<file path="config.mk">
export PLATFORM = sky130hd
export DESIGN_NAME = ppu_top
export DESIGN_NICKNAME = d
export VERILOG_FILES = /design/src/hdl/host_pkg.sv /design/src/hdl/video_pkg.sv /design/src/hdl/bg_fetch.sv /design/src/hdl/dot_timer.sv /design/src/hdl/host_regs.sv /design/src/hdl/pixel_out.sv /design/src/hdl/ppu_top.sv
export SDC_FILE = /design/constraint.sdc
export NUM_CORES = 1
export LEC_CHECK = 0
export BUFFER_PORTS_ARGS = -buffer_cell sky130_fd_sc_hd__buf_2
export CORE_MARGIN = 3
export CORE_UTILIZATION = 65
export CTS_CLUSTER_DIAMETER = 150
export DETAILED_ROUTE_END_ITERATION = 10
export PLACE_DENSITY_LB_ADDON = 0.08
export SYNTH_ARGS = -nofsm -noshare
export SYNTH_HDL_FRONTEND = slang
export SYNTH_SLANG_ARGS = --single-unit
</file>
<file path="constraint.sdc">
create_clock -name I_clock -period 7.6 [get_ports I_clock]
set_clock_uncertainty 0.1 [all_clocks]
set_input_delay 1.52 -clock I_clock [delete_from_list [all_inputs] [get_ports I_clock]]
set_output_delay 1.52 -clock I_clock [all_outputs]
set_load 0.01 [all_outputs]
</file>
<file path="src/hdl/nes_colors.mem">
// 64 colour table entries as RRGGBB, eight per line, index 0x00 first
7C7C7C 0000FC 0000BC 4428BC 940084 A80020 A81000 881400
503000 007800 006800 005800 004058 000000 000000 000000
BCBCBC 0078F8 0058F8 6844FC D800CC E40058 F83800 E45C10
AC7C00 00B800 00A800 00A844 008888 000000 000000 000000
F8F8F8 3CBCFC 6888FC 9878F8 F878F8 F85898 F87858 FCA044
F8B800 B8F818 58D854 58F898 00E8D8 787878 000000 000000
FCFCFC A4E4FC B8B8F8 D8B8F8 F8B8F8 F8A4C0 F0D0B0 FCE0A8
F8D878 D8F878 B8F8B8 B8F8D8 00FCFC F8D8F8 000000 000000

</file>
<file path="src/hdl/host_pkg.sv">
package host_pkg;

  // Host register map, one byte each
  typedef enum logic [2:0]
  {
    reg_control, reg_mask, reg_status, reg_oam_addr,
    reg_oam_data, reg_scroll, reg_vram_addr, reg_vram_data
  } host_reg_e;

  typedef struct packed
  {
    logic       enable_nmi;
    logic       master_slave;
    logic       sprite_size;
    logic       background_base;
    logic       sprite_base;
    logic       increment;
    logic [1:0] nametable;
  } control_t;

  typedef struct packed
  {
    logic emphasize_blue;
    logic emphasize_green;
    logic emphasize_red;
    logic show_sprites;
    logic show_background;
    logic show_left_sprites;
    logic show_left_background;
    logic grayscale;
  } mask_t;

  // Register side effects handed to the fetch unit
  typedef struct packed
  {
    logic       scroll_wr;
    logic       addr_wr;
    logic       latch;
    logic [7:0] data;
    logic       nametable_wr;
    logic       access;
    logic       inc32;
  } host_event_t;

  // Cursor bits 13..8 that select palette space
  localparam logic [5:0] palette_base = 6'h3F;

endpackage

</file>
<file path="src/hdl/video_pkg.sv">
package video_pkg;

  // Frame geometry in dots and lines
  localparam logic [15:0] dots_per_line   = 16'd341;
  localparam logic [15:0] lines_per_frame = 16'd262;
  localparam logic [15:0] visible_width   = 16'd256;
  localparam logic [15:0] visible_lines   = 16'd240;
  localparam logic [15:0] vblank_line     = 16'd241;
  localparam logic [15:0] prerender_line  = 16'd261;

  // Active-low sync windows, both ends inclusive
  localparam logic [15:0] hsync_start     = 16'd275;
  localparam logic [15:0] hsync_end       = 16'd300;
  localparam logic [15:0] vsync_start     = 16'd242;
  localparam logic [15:0] vsync_end       = 16'd244;

  typedef logic [15:0] dot_count_t;

  // Loopy layout of the VRAM cursor
  typedef struct packed
  {
    logic [2:0] fine_y;
    logic       nametable_y;
    logic       nametable_x;
    logic [4:0] coarse_y;
    logic [4:0] coarse_x;
  } vram_addr_t;

  // Two dots per fetch, four fetches per tile
  typedef enum logic [1:0] {nametable, attribute, pattern_lo, pattern_hi} fetch_phase_e;

  typedef struct packed
  {
    logic       tick;
    dot_count_t x;
    dot_count_t y;
  } dot_pos_t;

  typedef struct packed
  {
    logic [1:0] attr;
    logic [1:0] value;
  } pixel_t;

  typedef struct packed
  {
    logic [7:0] red;
    logic [7:0] green;
    logic [7:0] blue;
  } rgb_t;

endpackage

</file>
<file path="src/hdl/bg_fetch.sv">
`timescale 1ns/1ps

module bg_fetch
(
  input  logic                  I_clock,
  input  logic                  I_reset,
  input  video_pkg::dot_pos_t   dot,
  input  host_pkg::host_event_t host_event,
  input  host_pkg::control_t    control,
  input  host_pkg::mask_t       mask,
  input  logic [7:0]            vid_rdata,
  output logic [13:0]           vid_addr,
  output video_pkg::vram_addr_t cursor,
  output video_pkg::pixel_t     bg_pixel
);
  import video_pkg::*;

  vram_addr_t    t_addr;
  logic [2:0]    fine_x;
  logic [7:0]    tile_index;
  logic [1:0]    tile_attr;
  logic [7:0]    tile_lo;
  pixel_t [15:0] shifter;
  fetch_phase_e  phase;
  logic [2:0]    group_dot;
  logic [1:0]    attr_sel;
  logic [14:0]   step;
  logic          render_on;
  logic          fetch_active;
  logic          group_end;

  assign group_dot = dot.x[2:0] - 3'd1;
  assign phase     = fetch_phase_e'(group_dot[2:1]);
  assign group_end = (dot.x[2:0] == 3'd0);
  assign attr_sel  = {cursor.coarse_y[1], cursor.coarse_x[1]};
  assign step      = host_event.inc32 ? 15'd32 : 15'd1;

  assign render_on = mask.show_background
                   & ((dot.y < visible_lines) | (dot.y == prerender_line));

  // Visible fetches plus the two-tile prefetch for the next line
  assign fetch_active = render_on
                      & (((dot.x >= 16'd1) & (dot.x <= visible_width))
                      | ((dot.x >= 16'd321) & (dot.x <= 16'd336)));

  assign bg_pixel = shifter[{1'b0, fine_x}];

  //////////////////////////////////////////////////
  // Fetch address

  always_comb
  begin
    vid_addr = cursor[13:0];
    if (fetch_active)
    begin
      case (phase)
        nametable:
          vid_addr = {2'b10, cursor[11:0]};
        attribute:
          vid_addr = {2'b10, cursor.nametable_y, cursor.nametable_x, 4'hF,
                      cursor.coarse_y[4:2], cursor.coarse_x[4:2]};
        pattern_lo:
          vid_addr = {1'b0, control.background_base, tile_index, 1'b0, cursor.fine_y};
        pattern_hi:
          vid_addr = {1'b0, control.background_base, tile_index, 1'b1, cursor.fine_y};
        default: ;
      endcase
    end
  end

  //////////////////////////////////////////////////
  // Capture, shift and scroll

  always_ff @(posedge I_clock, negedge I_reset)
  begin
    if (!I_reset)
    begin
      cursor     <= '0;
      t_addr     <= '0;
      fine_x     <= 3'd0;
      tile_index <= 8'd0;
      tile_attr  <= 2'd0;
      tile_lo    <= 8'd0;
      shifter    <= '0;
    end
    else
    begin
      if (dot.tick & fetch_active)
      begin
        shifter <= {pixel_t'(4'd0), shifter[15:1]};
        // Second dot of each fetch pair takes the byte
        if (!dot.x[0])
        begin
          case (phase)
            nametable:  tile_index <= vid_rdata;
            attribute:  tile_attr  <= vid_rdata[{attr_sel, 1'b0} +: 2];
            pattern_lo: tile_lo    <= vid_rdata;
            pattern_hi:
            begin
              // Leftmost pixel is bit 7
              for (int i = 0; i < 8; i++)
                shifter[15 - i] <= {tile_attr, vid_rdata[i], tile_lo[i]};
            end
            default: ;
          endcase
        end
      end

      if (dot.tick & render_on)
      begin
        if (fetch_active & group_end)
        begin
          cursor.coarse_x <= cursor.coarse_x + 5'd1;
          if (cursor.coarse_x == 5'd31)
            cursor.nametable_x <= ~cursor.nametable_x;
        end
        if (dot.x == visible_width)
        begin
          cursor.fine_y <= cursor.fine_y + 3'd1;
          if (cursor.fine_y == 3'd7)
          begin
            // Row 29 is the last tile row of a nametable
            if (cursor.coarse_y == 5'd29)
            begin
              cursor.coarse_y    <= 5'd0;
              cursor.nametable_y <= ~cursor.nametable_y;
            end
            else
              cursor.coarse_y <= cursor.coarse_y + 5'd1;
          end
        end
        if (dot.x == visible_width + 16'd1)
        begin
          cursor.nametable_x <= t_addr.nametable_x;
          cursor.coarse_x    <= t_addr.coarse_x;
        end
        if ((dot.y == prerender_line) && (dot.x >= 16'd280) && (dot.x <= 16'd304))
        begin
          cursor.nametable_y <= t_addr.nametable_y;
          cursor.coarse_y    <= t_addr.coarse_y;
          cursor.fine_y      <= t_addr.fine_y;
        end
      end

      // Host side
      if (host_event.nametable_wr)
        {t_addr.nametable_y, t_addr.nametable_x} <= host_event.data[1:0];
      if (host_event.scroll_wr)
      begin
        if (host_event.latch)
        begin
          t_addr.coarse_y <= host_event.data[7:3];
          t_addr.fine_y   <= host_event.data[2:0];
        end
        else
        begin
          t_addr.coarse_x <= host_event.data[7:3];
          fine_x          <= host_event.data[2:0];
        end
      end
      if (host_event.addr_wr)
      begin
        if (host_event.latch)
        begin
          t_addr[7:0] <= host_event.data;
          cursor      <= vram_addr_t'({t_addr[14:8], host_event.data});
        end
        else
          t_addr[14:8] <= {1'b0, host_event.data[5:0]};
      end
      if (host_event.access)
        cursor <= vram_addr_t'(cursor + step);
    end
  end

endmodule

</file>
<file path="src/hdl/dot_timer.sv">
`timescale 1ns/1ps

module dot_timer
(
  input  logic                I_clock,
  input  logic                I_reset,
  output video_pkg::dot_pos_t dot,
  output logic                hsync,
  output logic                vsync,
  output logic                blank
);
  import video_pkg::*;

  logic [1:0] clk_div;
  logic       tick;
  dot_count_t dot_x;
  dot_count_t dot_y;

  // One dot every fourth clock
  assign tick = (clk_div == 2'd3);

  always_ff @(posedge I_clock, negedge I_reset)
  begin
    if (!I_reset)
    begin
      clk_div <= 2'd0;
      dot_x   <= '0;
      dot_y   <= '0;
    end
    else
    begin
      clk_div <= clk_div + 2'd1;
      if (tick)
      begin
        if (dot_x == dots_per_line - 16'd1)
        begin
          dot_x <= '0;
          if (dot_y == lines_per_frame - 16'd1)
            dot_y <= '0;
          else
            dot_y <= dot_y + 16'd1;
        end
        else
          dot_x <= dot_x + 16'd1;
      end
    end
  end

  assign dot = '{tick: tick, x: dot_x, y: dot_y};

  // Syncs low inside their windows
  assign hsync = !((dot_x >= hsync_start) && (dot_x <= hsync_end));
  assign vsync = !((dot_y >= vsync_start) && (dot_y <= vsync_end));

  // High over the visible picture, dots 1 to 256
  assign blank = (dot_x >= 16'd1) && (dot_x <= visible_width) && (dot_y < visible_lines);

endmodule

</file>
<file path="src/hdl/host_regs.sv">
`timescale 1ns/1ps

module host_regs
(
  input  logic                  I_clock,
  input  logic                  I_reset,
  input  host_pkg::host_reg_e   host_addr,
  input  logic [7:0]            host_data,
  input  logic                  host_wren,
  input  logic                  host_rden,
  output logic [7:0]            host_rdata,
  output logic                  nmi,
  input  video_pkg::dot_pos_t   dot,
  input  video_pkg::vram_addr_t cursor,
  input  logic [7:0]            vid_rdata,
  input  logic [5:0]            palette_rdata,
  output host_pkg::host_event_t host_event,
  output host_pkg::control_t    control,
  output host_pkg::mask_t       mask,
  output logic                  palette_wren,
  output logic                  vid_wren
);
  import video_pkg::*;
  import host_pkg::*;

  logic       sel_control;
  logic       sel_mask;
  logic       sel_status;
  logic       sel_scroll;
  logic       sel_vram_addr;
  logic       sel_vram_data;
  logic       palette_access;
  logic       line_start;
  logic       write_latch;
  logic       vblank;
  logic [7:0] read_buffer;
  logic [7:0] bus_value;

  //////////////////////////////////////////////////
  // Decode and routing

  assign sel_control   = (host_addr == reg_control);
  assign sel_mask      = (host_addr == reg_mask);
  assign sel_status    = (host_addr == reg_status);
  assign sel_scroll    = (host_addr == reg_scroll);
  assign sel_vram_addr = (host_addr == reg_vram_addr);
  assign sel_vram_data = (host_addr == reg_vram_data);

  assign palette_access = (cursor[13:8] == palette_base);
  assign palette_wren   = host_wren & sel_vram_data & palette_access;
  assign vid_wren       = host_wren & sel_vram_data & ~palette_access;

  always_comb
  begin
    host_event.scroll_wr    = host_wren & sel_scroll;
    host_event.addr_wr      = host_wren & sel_vram_addr;
    host_event.latch        = write_latch;
    host_event.data         = host_data;
    host_event.nametable_wr = host_wren & sel_control;
    host_event.access       = (host_wren | host_rden) & sel_vram_data;
    host_event.inc32        = control.increment;
  end

  //////////////////////////////////////////////////
  // Register state

  always_ff @(posedge I_clock, negedge I_reset)
  begin
    if (!I_reset)
    begin
      control     <= '0;
      mask        <= '0;
      write_latch <= 1'b0;
      read_buffer <= 8'd0;
      bus_value   <= 8'd0;
    end
    else
    begin
      if (host_wren & sel_control)
        control <= control_t'(host_data);
      if (host_wren & sel_mask)
        mask <= mask_t'(host_data);

      // Status read resets the shared first/second write toggle
      if (host_rden & sel_status)
        write_latch <= 1'b0;
      else if (host_wren & (sel_scroll | sel_vram_addr))
        write_latch <= ~write_latch;

      // Refilled after the read, so data lags one access
      if (host_rden & sel_vram_data & ~palette_access)
        read_buffer <= vid_rdata;

      if (host_wren)
        bus_value <= host_data;
      else if (host_rden)
        bus_value <= host_rdata;
    end
  end

  // Vblank flag and NMI
  assign line_start = dot.tick & (dot.x == 16'd0);

  always_ff @(posedge I_clock, negedge I_reset)
  begin
    if (!I_reset)
      vblank <= 1'b0;
    else if (host_rden & sel_status)
      vblank <= 1'b0;
    else if (line_start && (dot.y == vblank_line))
      vblank <= 1'b1;
    else if (line_start && (dot.y == prerender_line))
      vblank <= 1'b0;
  end

  assign nmi = ~(control.enable_nmi & vblank);

  //////////////////////////////////////////////////
  // Read mux, unused bits return the last bus value

  always_comb
  begin
    host_rdata = bus_value;
    case (host_addr)
      reg_status:
        host_rdata[7] = vblank;
      reg_vram_data:
      begin
        if (palette_access)
          host_rdata[5:0] = palette_rdata;
        else
          host_rdata = read_buffer;
      end
      default:
      begin
        // Write-only and OAM registers float to open bus
      end
    endcase
  end

endmodule

</file>
<file path="src/hdl/pixel_out.sv">
`timescale 1ns/1ps

module pixel_out
(
  input  logic                I_clock,
  input  video_pkg::dot_pos_t dot,
  input  host_pkg::mask_t     mask,
  input  video_pkg::pixel_t   bg_pixel,
  input  logic                palette_wren,
  input  logic [4:0]          palette_addr,
  input  logic [7:0]          host_data,
  output logic [5:0]          palette_rdata,
  output video_pkg::rgb_t     rgb
);
  import video_pkg::*;

  logic [5:0]  palette_ram [0:31];
  logic [23:0] color_table [0:63];
  logic [4:0]  host_index;
  logic [4:0]  color_sel;
  logic [5:0]  color_index;
  logic        left_column;
  logic        show_bg;

  initial
  begin
    $readmemh("/design/src/hdl/nes_colors.mem", color_table);
  end

  // Entries 10, 14, 18, 1C alias the backdrop slots below
  assign host_index    = {palette_addr[4] & (|palette_addr[1:0]), palette_addr[3:0]};
  assign palette_rdata = palette_ram[host_index];

  assign left_column = (dot.x < 16'd9);
  assign show_bg     = mask.show_background & (mask.show_left_background | ~left_column);

  // Transparent pixels fall back to the backdrop
  always_comb
  begin
    color_sel = 5'd0;
    if (show_bg && (bg_pixel.value != 2'd0))
      color_sel = {1'b0, bg_pixel};
  end

  always_ff @(posedge I_clock)
  begin
    if (palette_wren)
      palette_ram[host_index] <= host_data[5:0];
    color_index <= palette_ram[color_sel];
    rgb         <= rgb_t'(color_table[color_index]);
  end

endmodule

</file>
<file path="src/hdl/ppu_top.sv">
`timescale 1ns/1ps

module ppu_top
(
  input  logic                I_clock,
  input  logic                I_reset,
  input  host_pkg::host_reg_e host_addr,
  input  logic [7:0]          host_data,
  input  logic                host_wren,
  input  logic                host_rden,
  output logic [7:0]          host_rdata,
  output logic                nmi,
  output logic [13:0]         vid_addr,
  output logic [7:0]          vid_wdata,
  input  logic [7:0]          vid_rdata,
  output logic                vid_wren,
  output logic                vid_rise,
  output logic                blank,
  output logic                hsync,
  output logic                vsync,
  output logic [7:0]          red,
  output logic [7:0]          green,
  output logic [7:0]          blue
);
  import video_pkg::*;
  import host_pkg::*;

  dot_pos_t    dot;
  host_event_t host_event;
  control_t    control;
  mask_t       mask;
  vram_addr_t  cursor;
  pixel_t      bg_pixel;
  logic        palette_wren;
  logic [5:0]  palette_rdata;
  rgb_t        rgb;

  assign vid_rise  = dot.tick;
  assign vid_wdata = host_data;
  assign red       = rgb.red;
  assign green     = rgb.green;
  assign blue      = rgb.blue;

  dot_timer u_dot_timer
  (
    .I_clock (I_clock),
    .I_reset (I_reset),
    .dot     (dot),
    .hsync   (hsync),
    .vsync   (vsync),
    .blank   (blank)
  );

  host_regs u_host_regs
  (
    .I_clock       (I_clock),
    .I_reset       (I_reset),
    .host_addr     (host_addr),
    .host_data     (host_data),
    .host_wren     (host_wren),
    .host_rden     (host_rden),
    .host_rdata    (host_rdata),
    .nmi           (nmi),
    .dot           (dot),
    .cursor        (cursor),
    .vid_rdata     (vid_rdata),
    .palette_rdata (palette_rdata),
    .host_event    (host_event),
    .control       (control),
    .mask          (mask),
    .palette_wren  (palette_wren),
    .vid_wren      (vid_wren)
  );

  bg_fetch u_bg_fetch
  (
    .I_clock    (I_clock),
    .I_reset    (I_reset),
    .dot        (dot),
    .host_event (host_event),
    .control    (control),
    .mask       (mask),
    .vid_rdata  (vid_rdata),
    .vid_addr   (vid_addr),
    .cursor     (cursor),
    .bg_pixel   (bg_pixel)
  );

  pixel_out u_pixel_out
  (
    .I_clock       (I_clock),
    .dot           (dot),
    .mask          (mask),
    .bg_pixel      (bg_pixel),
    .palette_wren  (palette_wren),
    .palette_addr  (cursor[4:0]),
    .host_data     (host_data),
    .palette_rdata (palette_rdata),
    .rgb           (rgb)
  );

endmodule

</file>
==> impl_results.md <==
- CTS tree: built
- I/O pins: 83
- # diodes: 0
- DRC: 0
- Total GRT Usage: 29.8%
- Placed wire-length estimate: 22400 um
- Port bufs: 58
- Worst hold margin: 0.333 ns
- Post_cts resized: 0
- Setup Viol. Count Final: 0
- Startpoint types: register
- Global route overflow: 0
- Vias: around 9500
- Filler cell count: roughly 1400
- CTS Buffer Depth: 3
- Area occupied by multi-input gates: 5350 um^2
- Mapped Area: 13800 um^2
- FP Rows: 52
- Root buf cell: clkbuf_16
- Share of cells above drive strength 1: 17.5%
- Grt met2 use: 45.0%
- Post-synthesis sequential area ratio: 58.7%
- Routed wire per std cell: 24.1 um
- Latest clock arrival within the worst-skew pair: 0.56 ns
- Crit Path Category: reg -> out
- Initial antenna violation count: 0
- Reg-to-reg startpoint: u_bg_fetch.cursor[1]$_DFF_PN0_
- DRT Wirelength: about 34000 um
- Status: finished clean
- Post-synth EDFFs: 192
- Vias per Instance: 6.65
- Max_slew headroom: 14.9%
- Die height: between 150 and 200 um
- Initial Util: 67.3%
- Critical path startpoint: u_bg_fetch.cursor[1]$_DFF_PN0_
- Hold Crit Start: u_dot_timer.clk_div[0]$_DFF_PN0_
- Hold Crit Class: reg -> reg
- Die area: 23100 um^2
- First-pass GRT wire length: about 54000 um
- Min Tclk post-route: roughly 5.7 ns
- Clk pin slew, worst setup/hold paths: ~0.070 ns
- Post-CTS Setup Bufs: 0
- Critical path peak fanout: 55
- Post-synth cell types: 78
- Die X: 152 um
- Met3 usage: 6.17%
- LEAKAGE: 5.53 nW
- Vias in the first global route: between 9000 and 10000
- Most numerous cell in the Yosys netlist: edfxtp_1
- Ys Warns: 0
- Final nets: 1177
- ANT nets after route: 0
- Crit. End Element: primary output
- Area grow syn2layout: 9.56%
- Yosys top cell area share: 41.7%
- Required @ worst endpoint: 5.98 ns
- Reg area: 8120 um^2
- F_max: 177 MHz
- First-pass iteration count of the detailed router: 6
- Avg Inst Size Synth: 12.8 um^2
- Worst-Margin Slew: 1.27 ns
- Yosys reg bits: 286
- Clock sinks: 286
- Final Cycle Share: 74.5%
- Core Region: 20600 um^2
- Post-Synthesis Cells: 1081
- Global Route met1 Usage: approximately 45%
- H-Tree Depth: 1
- Worst vdd ir: ~0.19 mV
- Synth area leader: edfxtp_1
- Async SR Flop Fraction: between 30% and 40%
- Placed cell area: ~14000 um^2
- First DRT Iteration DRCs: 1116
- Post-route cell area: between 15000 and 20000 um^2
- Top_reg_cell synth: edfxtp_1
- Final Max Slew Viols: 0
- Largest net degree at the start of global routing: 56
- Gr busiest metal: met2
- Num CTS Buffers: 29
- Unrepaired setup endpoints after global routing: no
- Setup TNS: 0 ns
- Worst EP arrival: just over 4 ns
- PwrDens: 254 nW/um^2
- Final hold vios: 0
- Most area-consuming cells after synthesis: edfxtp_1 (42%), dfrtp_1 (17%), mux4_2 (7.3%)
- Commonest cells in the netlist: edfxtp_1 (192), nand2_1 (102), dfrtp_1 (94)
- Max_cap viols: 0
- Routability congestion estimate: 0.937
- CTS Hold Buffers Added: 0
registers in the layout, summed over array words and instances, names as in the netlist, 2 cells and up:
signal                   count
u_dot_timer.dot_x           16
u_host_regs.read_buffer      8
u_host_regs.bus_value        8
u_dot_timer.clk_div          2
u_bg_fetch.cursor           15
u_pixel_out.palette_ram    192
u_dot_timer.dot_y           16
u_bg_fetch.t_addr           15
u_bg_fetch.tile_index        8
u_host_regs.control          3
critical path, cell delays in order (launching register included):
cell	delay (ns)
dfrtp_2	0.34
buf_4	0.61
inv_1	0.24
ha_1	0.29
nand2b_1	0.58
nand3_1	0.41
o22ai_1	0.10
or3_1	0.38
a221o_1	0.33
nand2_1	0.08
buf_2	0.13
cell usage in the layout, fill, tap and decap left out, types with 6 or more instances in the layout:
master and instances:
a22oi_1 8, mux4_2 45, dfrtp_1 92, conb_1 48
nor4_1 15, xnor2_1 25, and2_1 11, nor2b_1 7
nand4_1 15, o31ai_1 9, nand2_1 102, nand3_1 30
mux2_2 25, or3_1 10, clkinvlp_4 7, o22ai_1 19
o22a_1 6, edfxtp_1 192, a2bb2oi_1 7, o211ai_1 8
clkbuf_16 29, xor2_1 13, nand2b_1 12, inv_1 16
nor3_1 26, nor2_1 65, a211oi_1 6, mux2i_1 16
and4_1 7, buf_4 9, ha_1 20, a21oi_1 27
and3_1 14, buf_2 57, a31oi_1 14, o21ai_0 49
cell families (layout without fill, tap and decap cells):
family,Yosys count,count (layout),synth area share [%]
and+or+nand+nor,351,351,13.3
buffers and inverters,107,136,3.93
other,1,48,0.0271
xor gates and xnor gates,38,38,2.41
DFF,286,286,58.7
muxes,86,86,10.5
AOI/OAI and AO/OA,192,192,9.30
adders and majority gates,20,20,1.81
per-layer routing:
metal  share of wire (%)  routed length, um
met5                   0                  0
met1                  43              14600
met2                  45              15600
met4                 2.8                976
met3                 9.2               3160
stage by stage:
step                      util (%)  power, mW  instances  setup WS (ns)
after floorplan                  -       2.27       1128           2.90
after global routing          73.7       4.00       1427           1.69
after detailed placement      69.2       2.48       1373           2.54
final                         73.7       3.85       1427           1.94
after global placement        69.2       2.46       1373           2.67
after CTS                     73.7       3.86       1427           1.96
cell type report:
type                       count  area share (%)
multi-input combinational    735            35.3
clock buffer                  31            4.84
timing repair buffer          66            2.33
clock inverter                23            1.33
inverter                      16           0.396
tap                          270            2.23
sequential                   286            53.6
power breakdown:
group | switching (mW) | total, mW | leakage [nW] | internal (mW)
Sequential | 0.150 | 1.92 | 2.93 | 1.77
Clock | 0.617 | 1.39 | 0.436 | 0.775
Combinational | 0.313 | 0.542 | 2.16 | 0.229
worst paths after layout:
kind,to,slack [ns],cells past startpoint
worst max register to register,u_host_regs.bus_value[0]$_DFFE_PN0N_,3.97,9
worst min register to register,u_dot_timer.clk_div[0]$_DFF_PN0_,0.33,1
worst min-delay path,u_dot_timer.clk_div[0]$_DFF_PN0_,0.33,1
max in group asynchronous,u_dot_timer.dot_y[0]$_DFFE_PN0P_,5.44,2
worst max-delay path,host_rdata[2],1.94,10
min in group asynchronous,u_host_regs.bus_value[2]$_DFFE_PN0N_,0.84,1
No activity file was read; power rests on OpenSTA's default activity.
